==> config.mk <==
export PLATFORM = sky130hd
export DESIGN_NAME = flow_router_top
export DESIGN_NICKNAME = d
export VERILOG_FILES = /design/src/hdl/flow_pkg.sv /design/src/hdl/wb_regs_pkg.sv /design/src/hdl/flow_mux_select_unstable.sv /design/src/hdl/flow_router_top.sv /design/src/hdl/flow_select_regs.sv /design/src/hdl/flow_skid_slice.sv
export SDC_FILE = /design/constraint.sdc
export NUM_CORES = 1
export LEC_CHECK = 0
export ABC_AREA = 1
export BUFFER_PORTS_ARGS = -buffer_cell sky130_fd_sc_hd__buf_2
export CAP_MARGIN = 5
export CORE_MARGIN = 8
export CORE_UTILIZATION = 54
export DETAILED_ROUTE_END_ITERATION = 6
export GPL_TIMING_DRIVEN = 0
export PLACE_DENSITY_LB_ADDON = 0.05
export SYNTH_ARGS = -nofsm -noshare
export SYNTH_HDL_FRONTEND = slang
export SYNTH_SLANG_ARGS = --single-unit
==> constraint.sdc <==
create_clock -name clk -period 2.3 [get_ports clk]
set_input_delay 0.575 -clock clk [delete_from_list [all_inputs] [get_ports clk]]
set_output_delay 0.575 -clock clk [all_outputs]
set_load 0.02 [all_outputs]
==> src/hdl/flow_pkg.sv <==
/*
  Streaming path constants and vector types for the flow router.
  Sizes are fixed here and nowhere else. The select width must cover
  NUM_FLOWS exactly, so every select value names a real lane.
*/

package flow_pkg;

  // --------------------------------------------------------------------------
  // Sizes
  // --------------------------------------------------------------------------

  // Number of push lanes feeding the router
  localparam int NUM_FLOWS = 4;

  // Width of one data beat
  localparam int DATA_W = 16;

  // Binary select width, log2 of NUM_FLOWS
  localparam int SEL_W = 2;

  // Per-flow accepted beat counter width, wraps on overflow
  localparam int CNT_W = 16;

  // --------------------------------------------------------------------------
  // Vector types
  // --------------------------------------------------------------------------

  // One beat of payload
  typedef logic [DATA_W-1:0] flow_data_t;

  // Index of a flow
  typedef logic [SEL_W-1:0] flow_sel_t;

  // One bit per flow, bit n belongs to lane n
  typedef logic [NUM_FLOWS-1:0] flow_vec_t;

  // One beat counter
  typedef logic [CNT_W-1:0] beat_cnt_t;

endpackage

==> src/hdl/wb_regs_pkg.sv <==
/*
  Wishbone classic control port widths and register map.
  Addresses are word addresses. Counters sit at REG_COUNT_BASE + n,
  one per flow, and are read only. Unmapped addresses read zero.
*/

package wb_regs_pkg;

  // Word address width of the control port
  localparam int WB_ADDR_W = 4;

  // Bus data width
  localparam int WB_DATA_W = 32;

  typedef logic [WB_ADDR_W-1:0] wb_addr_t;
  typedef logic [WB_DATA_W-1:0] wb_data_t;

  // --------------------------------------------------------------------------
  // Register map
  // --------------------------------------------------------------------------

  // Flow select, read/write, low SEL_W bits only
  localparam wb_addr_t REG_SELECT = wb_addr_t'(0);

  // First beat counter, flow n lives at this address plus n
  localparam wb_addr_t REG_COUNT_BASE = wb_addr_t'(1);

endpackage

==> src/hdl/flow_mux_select_unstable.sv <==
/*
  Combinational flow mux steered by a binary select, zero latency.
  Output valid/data may change while stalled if select moves, so a
  registered stage must follow. clk and rst_n feed the checks only.
*/

`timescale 1ns/10ps

module flow_mux_select_unstable (
  input  logic                 clk,
  input  logic                 rst_n,
  input  flow_pkg::flow_sel_t  select,
  input  flow_pkg::flow_vec_t  push_valid,
  input  flow_pkg::flow_data_t push_data [flow_pkg::NUM_FLOWS],
  output flow_pkg::flow_vec_t  push_ready,
  output logic                 mux_valid,
  output flow_pkg::flow_data_t mux_data,
  input  logic                 mux_ready
);

  import flow_pkg::*;

  // --------------------------------------------------------------------------
  // Steering
  // --------------------------------------------------------------------------

  // Ready goes back to the selected lane only
  assign push_ready = flow_vec_t'(mux_ready) << select;

  // Selected lane straight through
  assign mux_valid = push_valid[select];
  assign mux_data  = push_data[select];

  // --------------------------------------------------------------------------
  // Checks
  // --------------------------------------------------------------------------

  // Never more than one lane handshaking at a time
  ready_onehot_a: assert property (@(posedge clk) disable iff (!rst_n)
    $onehot0(push_ready));

  // A stalled lane holds valid, so a drop under stall means select moved
  valid_drop_needs_select_a: assert property (@(posedge clk) disable iff (!rst_n)
    (!mux_ready && !$past(mux_ready) && $past(mux_valid) && !mux_valid)
      |-> (select != $past(select)));

endmodule

==> src/hdl/flow_router_top.sv <==
/*
  Flow router top, Wishbone decode, mux execute, skid result stage.
  Pop side is stable under back-pressure; push lanes see ready only
  when selected. Select writes steer traffic from the next cycle on.
*/

`timescale 1ns/10ps

module flow_router_top (
  input  logic                  clk,
  input  logic                  rst_n,
  // Wishbone classic control port
  input  logic                  wb_cyc,
  input  logic                  wb_stb,
  input  logic                  wb_we,
  input  wb_regs_pkg::wb_addr_t wb_adr,
  input  wb_regs_pkg::wb_data_t wb_dat_w,
  output wb_regs_pkg::wb_data_t wb_dat_r,
  output logic                  wb_ack,
  // Push lanes
  input  flow_pkg::flow_vec_t   push_valid,
  output flow_pkg::flow_vec_t   push_ready,
  input  flow_pkg::flow_data_t  push_data [flow_pkg::NUM_FLOWS],
  // Pop stream
  output logic                  pop_valid,
  input  logic                  pop_ready,
  output flow_pkg::flow_data_t  pop_data
);

  import flow_pkg::*;

  // Decode to execute
  flow_sel_t  select;

  // Execute to result
  logic       mux_valid;
  logic       mux_ready;
  flow_data_t mux_data;

  // --------------------------------------------------------------------------
  // Stages
  // --------------------------------------------------------------------------

  // Select register and beat counters
  flow_select_regs u_decode (
    .clk        (clk),
    .rst_n      (rst_n),
    .wb_cyc     (wb_cyc),
    .wb_stb     (wb_stb),
    .wb_we      (wb_we),
    .wb_adr     (wb_adr),
    .wb_dat_w   (wb_dat_w),
    .wb_dat_r   (wb_dat_r),
    .wb_ack     (wb_ack),
    .select     (select),
    .push_valid (push_valid),
    .push_ready (push_ready)
  );

  // Lane steering
  flow_mux_select_unstable u_execute (
    .clk        (clk),
    .rst_n      (rst_n),
    .select     (select),
    .push_valid (push_valid),
    .push_data  (push_data),
    .push_ready (push_ready),
    .mux_valid  (mux_valid),
    .mux_data   (mux_data),
    .mux_ready  (mux_ready)
  );

  // Stabilizing buffer
  flow_skid_slice u_result (
    .clk       (clk),
    .rst_n     (rst_n),
    .in_valid  (mux_valid),
    .in_data   (mux_data),
    .in_ready  (mux_ready),
    .out_valid (pop_valid),
    .out_data  (pop_data),
    .out_ready (pop_ready)
  );

endmodule

==> src/hdl/flow_select_regs.sv <==
/*
  Wishbone classic slave holding the flow select and per-flow counters.
  Ack is registered and lasts one cycle; the master must hold cyc/stb
  until ack. No error or retry response, no bursts, counters never clear.
*/

`timescale 1ns/10ps

module flow_select_regs (
  input  logic                   clk,
  input  logic                   rst_n,
  input  logic                   wb_cyc,
  input  logic                   wb_stb,
  input  logic                   wb_we,
  input  wb_regs_pkg::wb_addr_t  wb_adr,
  input  wb_regs_pkg::wb_data_t  wb_dat_w,
  output wb_regs_pkg::wb_data_t  wb_dat_r,
  output logic                   wb_ack,
  output flow_pkg::flow_sel_t    select,
  input  flow_pkg::flow_vec_t    push_valid,
  input  flow_pkg::flow_vec_t    push_ready
);

  import flow_pkg::*;
  import wb_regs_pkg::*;

  // New access, masked during ack so a held strobe is served once
  logic       wb_req;
  logic       cnt_hit;
  flow_sel_t  cnt_idx;
  wb_data_t   rd_word;
  flow_vec_t  beat_acc;
  beat_cnt_t  beat_cnt [NUM_FLOWS];

  assign wb_req = wb_cyc && wb_stb && !wb_ack;

  // --------------------------------------------------------------------------
  // Address decode and read mux
  // --------------------------------------------------------------------------

  // Counter window covers one word per flow
  assign cnt_hit = (wb_adr >= REG_COUNT_BASE) &&
                   (wb_adr < (REG_COUNT_BASE + wb_addr_t'(NUM_FLOWS)));
  assign cnt_idx = flow_sel_t'(wb_adr - REG_COUNT_BASE);

  always_comb begin
    rd_word = '0;
    if (wb_adr == REG_SELECT) begin
      // Upper bits read as zero
      rd_word = wb_data_t'(select);
    end else if (cnt_hit) begin
      rd_word = wb_data_t'(beat_cnt[cnt_idx]);
    end
  end

  // Ack one cycle after the strobe
  always_ff @(posedge clk or negedge rst_n) begin
    if (!rst_n) begin
      wb_ack <= 1'b0;
    end else begin
      wb_ack <= wb_req;
    end
  end

  // Read word captured with the ack, valid while ack is high
  always_ff @(posedge clk) begin
    if (wb_req) begin
      wb_dat_r <= rd_word;
    end
  end

  // Select write lands on the edge that raises ack
  always_ff @(posedge clk or negedge rst_n) begin
    if (!rst_n) begin
      select <= '0;
    end else if (wb_req && wb_we && (wb_adr == REG_SELECT)) begin
      select <= wb_dat_w[SEL_W-1:0];
    end
  end

  // --------------------------------------------------------------------------
  // Beat counters
  // --------------------------------------------------------------------------

  assign beat_acc = push_valid & push_ready;

  // One wrapping counter per lane, bus writes never reach them
  always_ff @(posedge clk or negedge rst_n) begin
    if (!rst_n) begin
      for (int i = 0; i < NUM_FLOWS; i++) begin
        beat_cnt[i] <= '0;
      end
    end else begin
      for (int i = 0; i < NUM_FLOWS; i++) begin
        if (beat_acc[i]) begin
          beat_cnt[i] <= beat_cnt[i] + 1'b1;
        end
      end
    end
  end

  // Single-cycle ack, and only in answer to a strobe
  ack_one_cycle_a: assert property (@(posedge clk) disable iff (!rst_n)
    wb_ack |=> !wb_ack);
  ack_follows_strobe_a: assert property (@(posedge clk) disable iff (!rst_n)
    wb_ack |-> $past(wb_cyc && wb_stb));

endmodule

==> src/hdl/flow_skid_slice.sv <==
/*
  Two-entry skid buffer, output register plus one skid register.
  Upstream ready is registered, full rate when both sides are ready.
  Output is stable while stalled. Data registers carry no reset.
*/

`timescale 1ns/10ps

module flow_skid_slice (
  input  logic                 clk,
  input  logic                 rst_n,
  input  logic                 in_valid,
  input  flow_pkg::flow_data_t in_data,
  output logic                 in_ready,
  output logic                 out_valid,
  output flow_pkg::flow_data_t out_data,
  input  logic                 out_ready
);

  import flow_pkg::*;

  // Entries held
  typedef enum logic [1:0] {EMPTY, ONE, TWO} occ_t;

  occ_t       state_q;
  occ_t       state_d;
  logic       in_fire;
  logic       out_fire;
  flow_data_t skid_data;

  assign in_fire   = in_valid && in_ready;
  assign out_fire  = out_valid && out_ready;
  assign out_valid = (state_q != EMPTY);

  // Occupancy next state
  always_comb begin
    state_d = state_q;
    case (state_q)
      EMPTY: if (in_fire) state_d = ONE;
      ONE: begin
        if (in_fire && !out_fire) state_d = TWO;
        else if (!in_fire && out_fire) state_d = EMPTY;
      end
      TWO: if (out_fire) state_d = ONE;
      default: state_d = EMPTY;
    endcase
  end

  // Ready low out of reset, then tracks room for another beat
  always_ff @(posedge clk or negedge rst_n) begin
    if (!rst_n) begin
      state_q  <= EMPTY;
      in_ready <= 1'b0;
    end else begin
      state_q  <= state_d;
      in_ready <= (state_d != TWO);
    end
  end

  // Output reg loads when empty or draining, skid takes overflow
  always_ff @(posedge clk) begin
    if (in_fire && (state_q == EMPTY || out_fire)) begin
      out_data <= in_data;
    end else if (out_fire && state_q == TWO) begin
      out_data <= skid_data;
    end
    if (in_fire && state_q == ONE && !out_fire) begin
      skid_data <= in_data;
    end
  end

  // Stable output under back-pressure
  out_stable_a: assert property (@(posedge clk) disable iff (!rst_n)
    (out_valid && !out_ready) |=> (out_valid && $stable(out_data)));

endmodule

After elaboration in Yosys (flattened, before gate mapping) --
Index checks and enable logic that the tools add are counted.
Word-level totals: register bits after elaboration 134, input bits 110, output and inout bits 54, logic and storage cells 70
Cells by class: add/sub/neg operators 5, magnitude comparators 5, eq/ne operators 3, shifts and indexed selects 1, muxes and demuxes 17, bitwise logic cells 4, reductions and logical operators 22
Operators with widths (number):
- $mux 16 | 6
- $add 16x1->16 const B | 4
- $bmux 16 s2 | 2
- $logic_and 1x1->1 | 13
- $mux 2 | 6
- $ge 3x3->1 const B | 2
- $not 2->3 | 2
- $pmux 2 s3 | 1
- $and 4x4->4 | 1
- $ge 4x1->1 const B | 1
- $logic_not 4->1 | 1
- $lt 4x3->1 const B | 1
- $reduce_bool 2->1 | 2
- $shl 1x2->4 | 1
- $logic_not 1->1 | 3
- $lt 2x3->1 const B | 1
- $bmux 1 s2 | 1
- $eq 2x1->1 const B | 1
- $eq 2x2->1 const B | 1
- $logic_not 2->1 | 1
- $ne 2x2->1 const B | 1
- $reduce_or 2->1 | 1
- $sub 2x1->2 const B | 1
- $logic_or 1x1->1 | 1
- 2 further kinds | 2

Longest topological paths before layout --
depth after elaboration 9, gate-level depth with buffers 11

By module --
A second synthesis with hierarchy kept.
Unflattened totals: cell total of the unflattened synthesis 889, area, all modules 6837.8 µm²
By module, submodules not included:
- flow_select_regs | instances 1, cells an instance 577, area each 4598.2 µm², seq. area each 2157.1 µm²
- flow_skid_slice | instances 1, cells an instance 108, area each 1357.6 µm², seq. area each 1036.0 µm²
- flow_mux_select_unstable | instances 1, cells an instance 204, area each 882.1 µm², seq. area each 0.0 µm²

Worst setup path before layout --
OpenSTA, ideal clock, no wires.
path type input port to flip-flop, start input port wb_adr[0], end register u_decode.wb_dat_r[0], data pin, arrival 1962 ps, slack 70 ps, cell stages on the path 9, cells stage by stage clkbuf_1 -> inv_1 -> clkbuf_1 -> ha_1 -> clkinv_1 -> a21oi_1 -> o21ai_0 -> nand2_1 -> o22ai_1
Between the ends: longest elaborated chain between the ends 7, elaborated cells between the ends (all ways) 11, classes of those cells add/sub (1); order compare (2); mux (5); bitwise (1); reduce/logical (2)
Ends and longest elaborated chain:
- start: declaration | line flow_router_top.sv:16 | input wb_regs_pkg::wb_addr_t wb_adr,
- $sub 2x1->2 | line flow_select_regs.sv:44 | assign cnt_idx = flow_sel_t'(wb_adr - REG_COUNT_BASE);
- $not 2->3 (not written as such) | line flow_select_regs.sv:52 | rd_word = wb_data_t'(beat_cnt[cnt_idx]);
- $bmux 16 s2 | line flow_select_regs.sv:52
- $mux 16 (not written as such) (2 in a row) | line flow_select_regs.sv:52
- $mux 2 | line flow_select_regs.sv:51 | end else if (cnt_hit) begin
- $mux 2 (*) | line flow_select_regs.sv:48 | if (wb_adr == REG_SELECT) begin
- via u_decode.rd_word[0] | line flow_select_regs.sv:31 | wb_data_t rd_word;
- end signal: assignment | line flow_select_regs.sv:68 | wb_dat_r <= rd_word;
- end: declaration | line flow_select_regs.sv:17 | output wb_regs_pkg::wb_data_t wb_dat_r,
Mark *: on every way through the listed nets, which the timed path passes. The rest lies on a longest branch. The select of a mux whose other input is x is not followed. A chain may end at the register's enable or synchronous reset.

Worst setup path in the final report --
start input port wb_adr[0], end register u_decode.wb_dat_r[12], data pin
Between the ends: longest elaborated chain between the ends 5, elaborated cells between the ends (all ways) 11, classes of those cells add/sub (1); order compare (2); mux (3); bitwise (2); reduce/logical (3)
Ends and longest elaborated chain (line):
- $sub 2x1->2 | flow_select_regs.sv:44
- $not 2->3 (not written as such) | flow_select_regs.sv:52
- $bmux 16 s2 | flow_select_regs.sv:52
- $mux 16 (not written as such) (2 in a row) | flow_select_regs.sv:52
Parallel ways exist; a longest one is shown, timed or not. The select of a mux whose other input is x is not followed.

==> results.json <==
{
  "status": "finished, final reports clean",
  "max_stage_delay_ns": 0.46,
  "end_kind": "register",
  "met2_length_mm": 8.60,
  "yosys_warnings": 0,
  "syn_area_um2": 6700,
  "grt_pass1_vias": 5931,
  "ir_drop_mv": 0.560,
  "viasPerCell": 5.16,
  "cts-root-buf": "clkbuf_16",
  "crit_path_cell_trace": "buf_2, inv_1, ha_1, clkbuf_2, a21oi_1, o21ai_0, a21oi_1",
  "nNetsFinal": 1115,
  "grt_pass1_wl_mm": 29.5,
  "die_x_um": 127,
  "period_needed_ns": 2.19,
  "synth.avg_cell_area_um2": 7.90,
  "rsz0062_at_grt": "no",
  "crit_path_top_delay_cell": "ha_1",
  "crit_path_start": "wb_adr[0]",
  "swShare_pct": 34.2,
  "wl_met3_mm": 1.28,
  "routed.top_layer": "met4",
  "pin_count": 164,
  "die_h_um": 127,
  "finalCritPeriodShare_pct": 95.4,
  "cp.arrival_ns": 2.43,
  "ys_seq_elements": 118,
  "powerDensity_nw_per_um2": 887,
  "area_growth_pct": 21.2,
  "ys_seq_area_share_pct": 47.6,
  "p_leak_nw": 3.79,
  "synth_area_leader_cell": "dfrtp_1",
  "crit_fanout": 13,
  "drive_above_1_share_pct": 20.3,
  "grt_max_degree": 70,
  "r2r_start": "u_decode.select[1]$_DFFE_PN0P_",
  "antenna_found_initial": 0,
  "synth_cells": 848,
  "drt_iter0_markers": 469,
  "num-fill-cells": 1048,
  "final_common_cell": "nand2_1",
  "clockPowerShare_pct": 33.6,
  "maxClockFrequency_mhz": 456,
  "num_vias": 6085,
  "core_area_um2": 12100,
  "cts.clk_slew.worst_paths_ns": 0.05,
  "rows": 40,
  "seq_area_um2": 3190,
  "multi_input_area_um2": 3020,
  "wl_met1_mm": 7.78,
  "cp-start-kind": "primary input",
  "place_congestion": 0.961,
  "hold_violations": 0,
  "cp_common_cell": "a21oi_1",
  "die-area_um2": 16200,
  "p_seq_share_pct": 40.6,
  "intPower_w": 0.00474,
  "power.switching_w": 0.00247,
  "fin_cells": 1179,
  "combPwrFrac_pct": 25.8,
  "synth_top_area_share_pct": 26.1,
  "drc": 0,
  "preCtsSetupSlack_ns": -0.834,
  "hp-class": "in2reg",
  "diodes": 0,
  "io_buffers": 117,
  "cts_buffers": 17,
  "ant_nets": 0,
  "wl_per_cell_um": 15.3,
  "worstPathRequired_ns": 2.54,
  "cts-htree-levels": 4,
  "ys_top_cells_by_area": "dfrtp_1 26%, edfxtp_1 22%, nand2_1 15%, nor2_1 6.4%, o21ai_0 5.4%",
  "detailed_place_hpwl_mm": 13.6,
  "grt_usage_pct": 23.1,
  "clk_path_buf_depth": 2,
  "clk_latency_ns": 0.42,
  "drtPass1Iterations": 5,
  "synth_cell_type_count": 33,
  "clock-sinks": 118,
  "finalSetupViolations": 0,
  "grt_overflow": 0,
  "dp.cells": 1149,
  "worst_slew_margin_rel_pct": 44.0,
  "most-common-layout-cells": "259 x nand2_1, 120 x buf_2, 114 x nor2_1, 72 x o21ai_0, 70 x dfrtp_1",
  "max_cap_viol_count": 0,
  "finalClockSkew_ns": 0.00733,
  "worstSetupPathType": "in2reg",
  "final.setup.worst_slack_ns": 0.105,
  "slew_viol_final": 0,
  "start_util_pct": 55.6,
  "cts_tree": "yes",
  "wl_mm": 18.0,
  "tightest_slew_ns": 0.839,
  "worstHoldStart": "wb_dat_w[1]"
}
==> metrics by stage <==
step                      setup TNS [ns]  power, W  area (µm²)  hold WS (ns)  utilization [%]
after global routing                   0   0.00759        8130         0.393             67.4
after floorplan                        0   0.00417        6760         0.279                -
after detailed placement          -13.07   0.00481        7580         0.374             62.9
after global placement            -12.77   0.00477        7550         0.488             62.6
after CTS                              0   0.00723        8120         0.356             67.3
final                                  0   0.00721        8130         0.361             67.4
==> critical path: cells and delay by family <==
family | cells | cell delay, ns
AO/OA/AOI/OAI | 3 | 0.68
adder cells (fa/ha/maj) | 1 | 0.46
buffers and inverters | 3 | 0.71
==> cell families (layout without fill, tap and decap cells) <==
kind of cell             Yosys count  count (layout)  synth area share, %
AND/OR/NAND/NOR                  436             436                 28.0
AO/OA/AOI/OAI                    137             137                 10.8
flip-flops                       118             118                 47.6
buffers and inverters            118             266                 8.14
XOR/XNOR                          31              31                 4.05
adder cells (fa/ha/maj)            7               7                 1.31
other                              1              16               0.0559
==> final cells by class <==
| cell class | count | share of cell area (%) |
|---|---|---|
| multi-input combinational | 627 | 37.2 |
| clock buffer | 20 | 5.50 |
| sequential | 118 | 39.3 |
| clock inverter | 12 | 1.06 |
| buffer | 41 | 3.19 |
| tap | 168 | 2.59 |
| timing repair buffer | 119 | 7.70 |
| inverter | 74 | 3.46 |
==> worst paths after layout <==
check                                                      end  slack (ns)  depth (start not counted)
max in group asynchronous    u_decode.beat_cnt[31]$_DFFE_PN0P_        1.28                          3
max reg2reg                    u_result.skid_data[1]$_DFFE_PP_        0.22                          7
min in group asynchronous            u_decode.wb_ack$_DFF_PN0_        0.48                          2
max                        u_decode.wb_dat_r[12]$_SDFFCE_PP0P_        0.11                          7
min                             u_decode.select[1]$_DFFE_PN0P_        0.36                          3
min reg2reg                  u_decode.beat_cnt[31]$_DFFE_PN0P_        0.51                          2
==> flip-flops by register name (all words and copies together) (netlist names) <==
name	count
u_decode.beat_cnt	64
u_decode.wb_dat_r	16
u_result.out_data	16
u_result.skid_data	16
u_decode.select	2
u_result.state_q	2
u_decode.wb_ack	1
u_result.in_ready	1
==> Yosys cell counts, drive strengths merged <==
cell type	instances
a21oi	34
buf	27
clkbuf	17
clkinv	3
conb	1
dfrtp	70
edfxtp	48
ha	7
inv	71
nand2	267
nand3	26
nand3b	6
nand4	12
nor2	118
nor3	7
o211ai	6
o21ai	79
o22ai	18
xnor2	13
xor2	18
==> layer usage <==
layer	vias up	GRT usage (%)
li1	3017	-
met1	2831	27.8
met2	205	39.1
met3	32	5.91
met4	0	8.68
met5	-	0
==> power groups by stage <==
stage / logic (W) / clock network [W] / registers, W
detailed placement: 0.00186 / 0 / 0.00295
global placement: 0.00183 / 0 / 0.00295
global route: 0.00208 / 0.00253 / 0.00297
floorplan: 0.00114 / 0 / 0.00303
finish: 0.00186 / 0.00242 / 0.00293
CTS: 0.00187 / 0.00244 / 0.00292
==> timing repair <==
item / 4_1_cts / 5_1_grt
resized for setup: 2 / 2
endpoints found under the hold margin: 1 / 0
buffers inserted: 0 / 0
setup endpoints to repair: 16 / 19
hold buffers: 1 / 0
Power figures use the tool's default switching activity.
